**src/common/brs_pkg.sv**
```systemverilog
// Shared widths, vector types and bus structs of the branch reservation station.
// RS_DEPTH need not be a power of two; pointers wrap through next_idx().
// Field order in the structs is the bit layout seen by the bench.
package brs_pkg;

    localparam int XLEN        = 32;
    localparam int ROB_IDX_LEN = 4;
    localparam int B_IMM       = 12;
    localparam int BR_TYPE_LEN = 3;
    localparam int RS_DEPTH    = 8;
    localparam int RS_IDX_LEN  = (RS_DEPTH > 1) ? $clog2(RS_DEPTH) : 1;

    typedef logic [XLEN-1:0]        xlen_t;     // Operand or PC value
    typedef logic [ROB_IDX_LEN-1:0] rob_idx_t;  // Reorder buffer tag
    typedef logic [RS_IDX_LEN-1:0]  rs_idx_t;   // Station pointer
    typedef logic [B_IMM-1:0]       b_imm_t;
    typedef logic [BR_TYPE_LEN-1:0] br_type_t;  // Comparison code for the branch unit
    typedef logic [RS_DEPTH-1:0]    rs_mask_t;  // One-hot slot strobe

    // Instruction as delivered by the issue stage
    typedef struct packed {
        br_type_t br_type;
        logic     rs1_ready;    // rs1_value already valid
        rob_idx_t rs1_idx;      // Producer tag while not ready
        xlen_t    rs1_value;
        logic     rs2_ready;
        rob_idx_t rs2_idx;
        xlen_t    rs2_value;
        b_imm_t   imm;
        xlen_t    pred_pc;
        xlen_t    pred_target;
        logic     pred_taken;
        rob_idx_t dest_idx;     // ROB entry that receives the outcome
    } issue_req_t;

    // Request to the branch unit
    typedef struct packed {
        xlen_t    rs1_value;
        xlen_t    rs2_value;
        b_imm_t   imm;
        xlen_t    pred_pc;
        xlen_t    pred_target;
        logic     pred_taken;
        br_type_t br_type;
    } bu_req_t;

    // One common data bus beat
    typedef struct packed {
        rob_idx_t rob_idx;
        xlen_t    value;
        logic     except_raised;
    } cdb_t;

    typedef struct packed {
        logic valid;            // Slot holds an instruction
        logic busy;             // Sent to the branch unit, outcome pending
        logic exec_ready;       // Operands complete and not yet sent
        logic res_ready;        // Outcome stored, waiting for the CDB
    } slot_status_t;

    typedef struct packed {
        issue_req_t issue;
        logic       mispredicted;
    } rs_entry_t;

    // Wrapping increment of a station pointer
    function automatic rs_idx_t next_idx(rs_idx_t idx);
        if (idx == rs_idx_t'(RS_DEPTH - 1)) begin
            return '0;
        end
        return idx + rs_idx_t'(1);
    endfunction

    // Strobe for a single slot
    function automatic rs_mask_t idx_onehot(rs_idx_t idx);
        rs_mask_t mask;
        mask      = '0;
        mask[idx] = 1'b1;
        return mask;
    endfunction

endpackage

```
**src/logic/branch_rs.sv**
```systemverilog
// Branch reservation station top level, RS_DEPTH entries from brs_pkg.
// Plain valid/ready strobes; bu_result_valid_i is an unconditional pulse.
// Operands broadcast in the push cycle are missed by the new entry.
module branch_rs (
    input  logic                clk_i,
    input  logic                rst_n_i,
    input  logic                flush_i,
    input  logic                arb_valid_i,
    output logic                arb_ready_o,
    input  brs_pkg::issue_req_t issue_req_i,
    output logic                bu_valid_o,
    input  logic                bu_ready_i,
    output brs_pkg::bu_req_t    bu_req_o,
    input  logic                bu_result_valid_i,
    input  logic                mispredict_i,
    input  logic                cdb_valid_i,
    input  brs_pkg::cdb_t       cdb_i,
    output logic                cdb_valid_o,
    output brs_pkg::cdb_t       cdb_o,
    input  logic                cdb_ready_i
);

    brs_pkg::slot_status_t [brs_pkg::RS_DEPTH-1:0] slot_status;
    brs_pkg::rs_entry_t    [brs_pkg::RS_DEPTH-1:0] slot_entry;
    brs_pkg::rs_mask_t                             push_mask;
    brs_pkg::rs_mask_t                             issue_mask;
    brs_pkg::rs_mask_t                             wr_res_mask;
    brs_pkg::rs_mask_t                             pop_mask;
    brs_pkg::issue_req_t                           push_req;

    brs_ctrl u_ctrl (
        .clk_i             (clk_i),
        .rst_n_i           (rst_n_i),
        .flush_i           (flush_i),
        .arb_valid_i       (arb_valid_i),
        .arb_ready_o       (arb_ready_o),
        .issue_req_i       (issue_req_i),
        .push_req_o        (push_req),
        .bu_ready_i        (bu_ready_i),
        .bu_valid_o        (bu_valid_o),
        .bu_req_o          (bu_req_o),
        .bu_result_valid_i (bu_result_valid_i),
        .status_i          (slot_status),
        .entry_i           (slot_entry),
        .push_o            (push_mask),
        .issue_o           (issue_mask),
        .wr_res_o          (wr_res_mask)
    );

    for (genvar i = 0; i < brs_pkg::RS_DEPTH; i++) begin : gen_slot
        brs_slot u_slot (
            .clk_i        (clk_i),
            .rst_n_i      (rst_n_i),
            .flush_i      (flush_i),
            .push_i       (push_mask[i]),
            .issue_req_i  (push_req),
            .issue_i      (issue_mask[i]),
            .wr_res_i     (wr_res_mask[i]),
            .mispredict_i (mispredict_i),
            .pop_i        (pop_mask[i]),
            .cdb_valid_i  (cdb_valid_i),
            .cdb_i        (cdb_i),
            .status_o     (slot_status[i]),
            .entry_o      (slot_entry[i])
        );
    end

    brs_drain u_drain (
        .clk_i       (clk_i),
        .rst_n_i     (rst_n_i),
        .flush_i     (flush_i),
        .status_i    (slot_status),
        .entry_i     (slot_entry),
        .cdb_ready_i (cdb_ready_i),
        .cdb_valid_o (cdb_valid_o),
        .cdb_o       (cdb_o),
        .pop_o       (pop_mask)
    );

endmodule

```
**src/logic/brs_ctrl.sv**
```systemverilog
// Push, issue and result-write control of the branch reservation station.
// Branch unit outcomes must come back in issue order, one pulse per request.
// A flush cycle blocks every transfer and clears all three pointers.
module brs_ctrl (
    input  logic                                         clk_i,
    input  logic                                         rst_n_i,
    input  logic                                         flush_i,
    input  logic                                         arb_valid_i,
    output logic                                         arb_ready_o,
    input  brs_pkg::issue_req_t                          issue_req_i,
    output brs_pkg::issue_req_t                          push_req_o,
    input  logic                                         bu_ready_i,
    output logic                                         bu_valid_o,
    output brs_pkg::bu_req_t                             bu_req_o,
    input  logic                                         bu_result_valid_i,
    input  brs_pkg::slot_status_t [brs_pkg::RS_DEPTH-1:0] status_i,
    input  brs_pkg::rs_entry_t    [brs_pkg::RS_DEPTH-1:0] entry_i,
    output brs_pkg::rs_mask_t                            push_o,
    output brs_pkg::rs_mask_t                            issue_o,
    output brs_pkg::rs_mask_t                            wr_res_o
);

    brs_pkg::rs_idx_t   tail_q;     // Next free slot
    brs_pkg::rs_idx_t   ex_q;       // Oldest slot not yet sent
    brs_pkg::rs_idx_t   wr_q;       // Oldest slot awaiting its outcome
    logic               push;
    logic               issue;
    logic               wr_res;
    brs_pkg::rs_entry_t ex_entry;

    // Full when the tail slot still holds an entry
    assign arb_ready_o = !status_i[tail_q].valid && !flush_i;
    assign push        = arb_valid_i && arb_ready_o;

    // In-order issue, only the execute slot is offered
    assign bu_valid_o  = status_i[ex_q].exec_ready && !flush_i;
    assign issue       = bu_valid_o && bu_ready_i;

    // A pulse with no busy slot is dropped
    assign wr_res      = bu_result_valid_i && status_i[wr_q].busy && !flush_i;

    assign push_o      = push   ? brs_pkg::idx_onehot(tail_q) : '0;
    assign issue_o     = issue  ? brs_pkg::idx_onehot(ex_q)   : '0;
    assign wr_res_o    = wr_res ? brs_pkg::idx_onehot(wr_q)   : '0;

    // All slots see the payload, the push strobe picks one
    assign push_req_o  = issue_req_i;

    assign ex_entry = entry_i[ex_q];

    always_comb begin
        bu_req_o.rs1_value   = ex_entry.issue.rs1_value;
        bu_req_o.rs2_value   = ex_entry.issue.rs2_value;
        bu_req_o.imm         = ex_entry.issue.imm;
        bu_req_o.pred_pc     = ex_entry.issue.pred_pc;
        bu_req_o.pred_target = ex_entry.issue.pred_target;
        bu_req_o.pred_taken  = ex_entry.issue.pred_taken;
        bu_req_o.br_type     = ex_entry.issue.br_type;
    end

    always_ff @(posedge clk_i or negedge rst_n_i) begin
        if (!rst_n_i) begin
            tail_q <= '0;
            ex_q   <= '0;
            wr_q   <= '0;
        end else if (flush_i) begin
            tail_q <= '0;
            ex_q   <= '0;
            wr_q   <= '0;
        end else begin
            if (push)   tail_q <= brs_pkg::next_idx(tail_q);
            if (issue)  ex_q   <= brs_pkg::next_idx(ex_q);
            if (wr_res) wr_q   <= brs_pkg::next_idx(wr_q);
        end
    end

endmodule

```
**src/logic/brs_drain.sv**
```systemverilog
// Writes completed branch outcomes to the CDB in push order.
// The CDB value is the mispredict bit, zero-extended; no exception is raised.
// cdb_o follows the head entry and holds while cdb_ready_i is low.
module brs_drain (
    input  logic                                         clk_i,
    input  logic                                         rst_n_i,
    input  logic                                         flush_i,
    input  brs_pkg::slot_status_t [brs_pkg::RS_DEPTH-1:0] status_i,
    input  brs_pkg::rs_entry_t    [brs_pkg::RS_DEPTH-1:0] entry_i,
    input  logic                                         cdb_ready_i,
    output logic                                         cdb_valid_o,
    output brs_pkg::cdb_t                                cdb_o,
    output brs_pkg::rs_mask_t                            pop_o
);

    brs_pkg::rs_idx_t   head_q;     // Oldest valid entry
    brs_pkg::rs_entry_t head_entry;
    logic               pop;

    assign head_entry  = entry_i[head_q];

    // Head must have its outcome before it can leave
    assign cdb_valid_o = status_i[head_q].res_ready && !flush_i;
    assign pop         = cdb_valid_o && cdb_ready_i;
    assign pop_o       = pop ? brs_pkg::idx_onehot(head_q) : '0;

    always_comb begin
        cdb_o.rob_idx       = head_entry.issue.dest_idx;
        cdb_o.value         = brs_pkg::xlen_t'(head_entry.mispredicted);
        cdb_o.except_raised = 1'b0;
    end

    always_ff @(posedge clk_i or negedge rst_n_i) begin
        if (!rst_n_i) begin
            head_q <= '0;
        end else if (flush_i) begin
            head_q <= '0;
        end else if (pop) begin
            head_q <= brs_pkg::next_idx(head_q);
        end
    end

endmodule

```
**src/logic/brs_slot.sv**
```systemverilog
// One entry of the branch reservation station.
// Strobes arrive one-hot from the controllers; at most one slot sees each.
// An operand broadcast in the push cycle is not captured.
module brs_slot (
    input  logic                 clk_i,
    input  logic                 rst_n_i,
    input  logic                 flush_i,
    input  logic                 push_i,
    input  brs_pkg::issue_req_t  issue_req_i,
    input  logic                 issue_i,
    input  logic                 wr_res_i,
    input  logic                 mispredict_i,
    input  logic                 pop_i,
    input  logic                 cdb_valid_i,
    input  brs_pkg::cdb_t        cdb_i,
    output brs_pkg::slot_status_t status_o,
    output brs_pkg::rs_entry_t   entry_o
);

    logic               valid_q;
    logic               busy_q;
    logic               res_q;
    logic [1:0]         op_rdy_q;   // bit 0 rs1, bit 1 rs2
    brs_pkg::rs_entry_t entry_q;    // Payload, no reset
    logic               cdb_hit;
    logic               snoop_rs1;
    logic               snoop_rs2;

    // A flagged broadcast never wakes an operand
    assign cdb_hit   = cdb_valid_i && !cdb_i.except_raised;
    assign snoop_rs1 = valid_q && !op_rdy_q[0] && cdb_hit
                       && (cdb_i.rob_idx == entry_q.issue.rs1_idx);
    assign snoop_rs2 = valid_q && !op_rdy_q[1] && cdb_hit
                       && (cdb_i.rob_idx == entry_q.issue.rs2_idx);

    always_ff @(posedge clk_i or negedge rst_n_i) begin
        if (!rst_n_i) begin
            valid_q  <= 1'b0;
            busy_q   <= 1'b0;
            res_q    <= 1'b0;
            op_rdy_q <= 2'b00;
        end else if (flush_i) begin
            valid_q  <= 1'b0;
            busy_q   <= 1'b0;
            res_q    <= 1'b0;
            op_rdy_q <= 2'b00;
        end else if (push_i) begin
            valid_q  <= 1'b1;
            busy_q   <= 1'b0;
            res_q    <= 1'b0;
            op_rdy_q <= {issue_req_i.rs2_ready, issue_req_i.rs1_ready};
        end else begin
            if (snoop_rs1) op_rdy_q[0] <= 1'b1;
            if (snoop_rs2) op_rdy_q[1] <= 1'b1;
            if (issue_i) begin
                busy_q <= 1'b1;     // Not offered again
            end
            // Result write clears busy only, payload keeps its fields
            if (wr_res_i) begin
                busy_q <= 1'b0;
                res_q  <= 1'b1;
            end
            if (pop_i) begin
                valid_q <= 1'b0;
                res_q   <= 1'b0;
            end
        end
    end

    always_ff @(posedge clk_i) begin
        if (push_i) begin
            entry_q.issue <= issue_req_i;
        end else begin
            if (snoop_rs1) entry_q.issue.rs1_value <= cdb_i.value;
            if (snoop_rs2) entry_q.issue.rs2_value <= cdb_i.value;
        end
        if (wr_res_i) begin
            entry_q.mispredicted <= mispredict_i;
        end
    end

    // Ready flags come from the reset registers, not the stored copy
    always_comb begin
        entry_o                 = entry_q;
        entry_o.issue.rs1_ready = op_rdy_q[0];
        entry_o.issue.rs2_ready = op_rdy_q[1];
    end

    assign status_o.valid      = valid_q;
    assign status_o.busy       = busy_q;
    assign status_o.exec_ready = valid_q && (&op_rdy_q) && !busy_q && !res_q;
    assign status_o.res_ready  = valid_q && res_q;

endmodule

```
**config.mk**
```make
export PLATFORM = sky130hd
export DESIGN_NAME = branch_rs
export DESIGN_NICKNAME = d
export VERILOG_FILES = /design/src/common/brs_pkg.sv /design/src/logic/branch_rs.sv /design/src/logic/brs_ctrl.sv /design/src/logic/brs_drain.sv /design/src/logic/brs_slot.sv
export SDC_FILE = /design/constraint.sdc
export NUM_CORES = 2
export LEC_CHECK = 0
export BUFFER_PORTS_ARGS = -buffer_cell sky130_fd_sc_hd__clkbuf_2
export CAP_MARGIN = 0
export CORE_MARGIN = 1
export CORE_UTILIZATION = 30
export DETAILED_ROUTE_END_ITERATION = 10
export SETUP_SLACK_MARGIN = 0.5
export SYNTH_ARGS = -nofsm -noshare
export SYNTH_HDL_FRONTEND = slang
export SYNTH_SLANG_ARGS = --single-unit
```
**constraint.sdc**
```tcl
create_clock -name clk_i -period 4.75 [get_ports clk_i]
set_input_delay 0.475 -clock clk_i [delete_from_list [all_inputs] [get_ports clk_i]]
set_output_delay 0.475 -clock clk_i [all_outputs]
set_load 0.05 [all_outputs]
```
==> impl_metrics.yaml <==
run_status:
  run_status: "finished with violations"
  violations: "DRC"
critical_path:
  crit_path_top_delay_cell: "and3_4"
  cp.required_ps: 4280
  worstPathCellList: "and3_4, buf_4, a22oi_1, nand4_1, clkbuf_2"
  crit_family: "simple AND/OR/NAND/NOR gates"
  reg2reg_depth: 4
  endpoint_kind: "output pin"
  arrival_ps: 3570
  reg2reg_to: "gen_slot[0].u_slot.entry_o[156]"
  path_buf_inv: 2
  r2r_start: "u_ctrl.tail_q[0]"
  critPathLaunchType: "flop"
  worstSetupPathType: "reg2out"
  crit_path_max_fanout: 42
  r2r_setup_slack_ps: 1670
  critical_path.max_stage_delay_ps: 890
sta:
  fin_hold_ws_ps: 56.8
  timing.clock.skew_ps: 57.7
  relSlewSlack: 0.194
  slew_viol_final: 0
  setup_tns_ps: 0
  max_freq_mhz: 247
  grt_setup_unrepaired: "no"
  setup_viol: 0
  finalCritPeriodShare: 0.851
  hold_viol: 0
  tightest_slew_ps: 1210
  finalCriticalPeriod_ps: 4040
synth:
  async_flop_share: 0.0398
  syn_area_per_cell_um2: 13.2
  synth-seq-cells: 1308
  yosysWarnings: 0
  syn-cell-area_um2: 53500
  synthCells: 4040
  synth_edf_count: 1256
  synth-main-ff-cell: "edfxtp_1"
  synth-seq-area-share: 0.730
  synth.distinct_cells: 59
routing:
  antenna_left: 0
  wirelength_mm: 171
  drtIter0Drc: 3514
  routedWlPerCell_um: 25.0
  firstDrtPassIters: 11
  via_count: 35840
  drc: 42
  via_per_inst: 5.23
floorplan:
  die_y_um: 424
  die_area_um2: 180000
  io_pins: 388
  core_um2: 176000
  die_w_um: 424
  rows: 154
  initial_core_util: 0.303
clock_tree:
  insertion_delay_ps: 810
  cts_tree: "yes"
  path_clk_slew_ps: 60
  cts-root-buf: "clkbuf_16"
  clockBufferDepth: 3
  cts_buffers: 136
  post_cts_resized: 0
  htreeDepth: 4
  clock_sinks: 1308
cells_and_area:
  syn2layout_area_growth_pct: 18.4
  final_common_cell: "nand2_1"
  drive_gt1_frac: 0.161
  nFillCells: 16916
  mostFrequentLayoutCells: "1322 x nand2_1, 1256 x edfxtp_1, 603 x a22oi_1, 355 x clkbuf_2, 171 x nand4_1"
  nets: 4601
power_and_ir_drop:
  cellPowerDensity_nw_per_um2: 410
  p_switching_mw: 6.35
  clockPowerShare: 0.409
  p_leak_nw: 22.0
  seq_power_share: 0.509
  vdd_ir_drop_max_uv: 350
  internal-power_mw: 19.6
  combPwrFrac: 0.083
  swShare: 0.245
global_routing:
  grt_pass1_vias: 35845
  grt_pass1_wl_mm: 247
  gr-total-overflow: 0
  grt_use_total: 0.187
  antenna_found_initial: 32
  grt_start_max_net_pins: 87
hold_path:
  hold_path.startpoint: "issue_req_i[115]"
  whs_endpoint: "gen_slot[2].u_slot.entry_o[116]"
  min_path_cells: 1
  hold_class: "in2reg"
job:
  cap_violations: 0
placement:
  place_hpwl_mm: 98.7
  io_buffer_count: 355
  gp_congestion: 0.850
## Yosys cell counts (2+ instances only)
| cell | instances | share of area |
|---|---|---|
| nor4bb_1 | 3 | 0.00056 |
| edfxtp_1 | 1256 | 0.71 |
| inv_1 | 11 | 0.00077 |
| nand3b_1 | 2 | 0.00028 |
| o21ai_0 | 8 | 0.00075 |
| buf_1 | 70 | 0.0049 |
| a22oi_1 | 603 | 0.085 |
| and2_1 | 3 | 0.00035 |
| a211oi_1 | 3 | 0.00042 |
| o31ai_1 | 15 | 0.0021 |
| nand4_1 | 171 | 0.020 |
| inv_2 | 2 | 0.00014 |
| and3b_1 | 5 | 0.00082 |
| nor3b_2 | 3 | 0.00070 |
| mux4_1 | 2 | 0.00098 |
| ha_1 | 8 | 0.0019 |
| mux2i_1 | 3 | 0.00056 |
| nor2b_1 | 11 | 0.0013 |
| nor3_1 | 3 | 0.00028 |
| a2111oi_0 | 3 | 0.00049 |
| or4_1 | 2 | 0.00028 |
| nand2_1 | 1323 | 0.093 |
| clkbuf_1 | 134 | 0.0094 |
| nor3b_1 | 5 | 0.00070 |
| o211ai_1 | 5 | 0.00070 |
| buf_6 | 5 | 0.0011 |
| nor2_1 | 14 | 0.00098 |
| nand3_1 | 2 | 0.00019 |
| dfrtp_1 | 52 | 0.024 |
| and3_1 | 9 | 0.0011 |
| or3_1 | 8 | 0.00094 |
| a311oi_1 | 4 | 0.00066 |
| a41oi_1 | 2 | 0.00033 |
| mux2_1 | 3 | 0.00063 |
| mux2_2 | 4 | 0.00084 |
| o221a_2 | 15 | 0.0032 |
| buf_2 | 116 | 0.011 |
| buf_4 | 49 | 0.0069 |
| a21oi_1 | 16 | 0.0015 |
| or3b_2 | 3 | 0.00049 |
| xnor2_1 | 64 | 0.010 |
| nand2b_1 | 2 | 0.00023 |
| mux4_2 | 2 | 0.00084 |
## registers in the layout (all words and copies together) (netlist names)
register                  count
gen_slot.u_slot.entry_o    1256
gen_slot.u_slot.res_q         8
u_ctrl.wr_q                   3
u_drain.head_q                3
u_ctrl.ex_q                   3
u_ctrl.tail_q                 3
gen_slot.u_slot.busy_q        8
gen_slot.u_slot.op_rdy_q     16
gen_slot.u_slot.valid_q       8
## metrics by stage
step	util	power [mW]	area, um2	setup slack [ps]	cells
after floorplan	-	14.7	53600	584	4071
after global placement	0.328	15.5	57900	1210	6496
after detailed placement	0.328	15.5	57900	1160	6496
after CTS	0.358	26.1	63300	639	6840
after global routing	0.359	26.7	63300	582	6849
final	0.359	25.9	63300	709	6852
## per-layer routing
layer	part of all wire	wire length (um)	GRT usage	up-vias
met3	0.079	13500	0.0418	399
met4	0.046	7900	0.0882	30
met1	0.38	64300	0.220	18007
li1	-	-	-	15725
met5	0.0011	181	0	-
met2	0.50	85600	0.322	1679
## how the worst max path moves through the flow
stage / endpoint / depth (start not counted) / start
final: bu_req_o[96] / 5 / u_ctrl.ex_q[2]
after global routing: bu_req_o[119] / 5 / u_ctrl.ex_q[2]
after CTS: bu_req_o[114] / 5 / u_ctrl.ex_q[2]
after detailed placement: gen_slot[0].u_slot.entry_o[28] / 5 / flush_i
after global placement: gen_slot[0].u_slot.entry_o[28] / 5 / flush_i
after floorplan: gen_slot[6].u_slot.op_rdy_q[1] / 5 / cdb_i[34]
## cell families (layout without fill, tap and decap cells)
logic type / count (synthesis) / count (layout) / share of synthesized area
other: 1 / 44 / 0.0000702
adder cells (fa/ha/maj): 8 / 8 / 0.00187
AND/OR/NAND/NOR: 1576 / 1576 / 0.123
buffers and inverters: 389 / 818 / 0.0345
flip-flops: 1308 / 1308 / 0.730
XOR/XNOR: 64 / 64 / 0.0105
multiplexers: 14 / 14 / 0.00386
AO/OA/AOI/OAI: 680 / 680 / 0.0959
## layout make-up
class                      instances  area (um2)  share of cell area
antenna                           12        30.0            0.000474
tap                             2340        2930              0.0463
clock buffer                     172        3590              0.0567
inverter                          14         108             0.00170
sequential                      1308       39000               0.616
timing repair buffer             555        3850              0.0609
clock inverter                    77         798              0.0126
multi-input combinational       2374       13000               0.205
## power groups by stage
stage               sequential [mW]  clock [mW]  combinational, mW
detailed placement             13.4           0               2.09
global placement               13.4           0               2.06
finish                         13.2        10.6               2.15
CTS                            13.2        10.8               2.17
floorplan                      13.4           0               1.33
global route                   13.2        11.2               2.29
## repair_timing
item,in CTS,in global routing
setup buffers,0,0
hold endpoints to repair,767,0
hold buffers,95,0
Note: power is estimated with default switching activity, not from simulation.
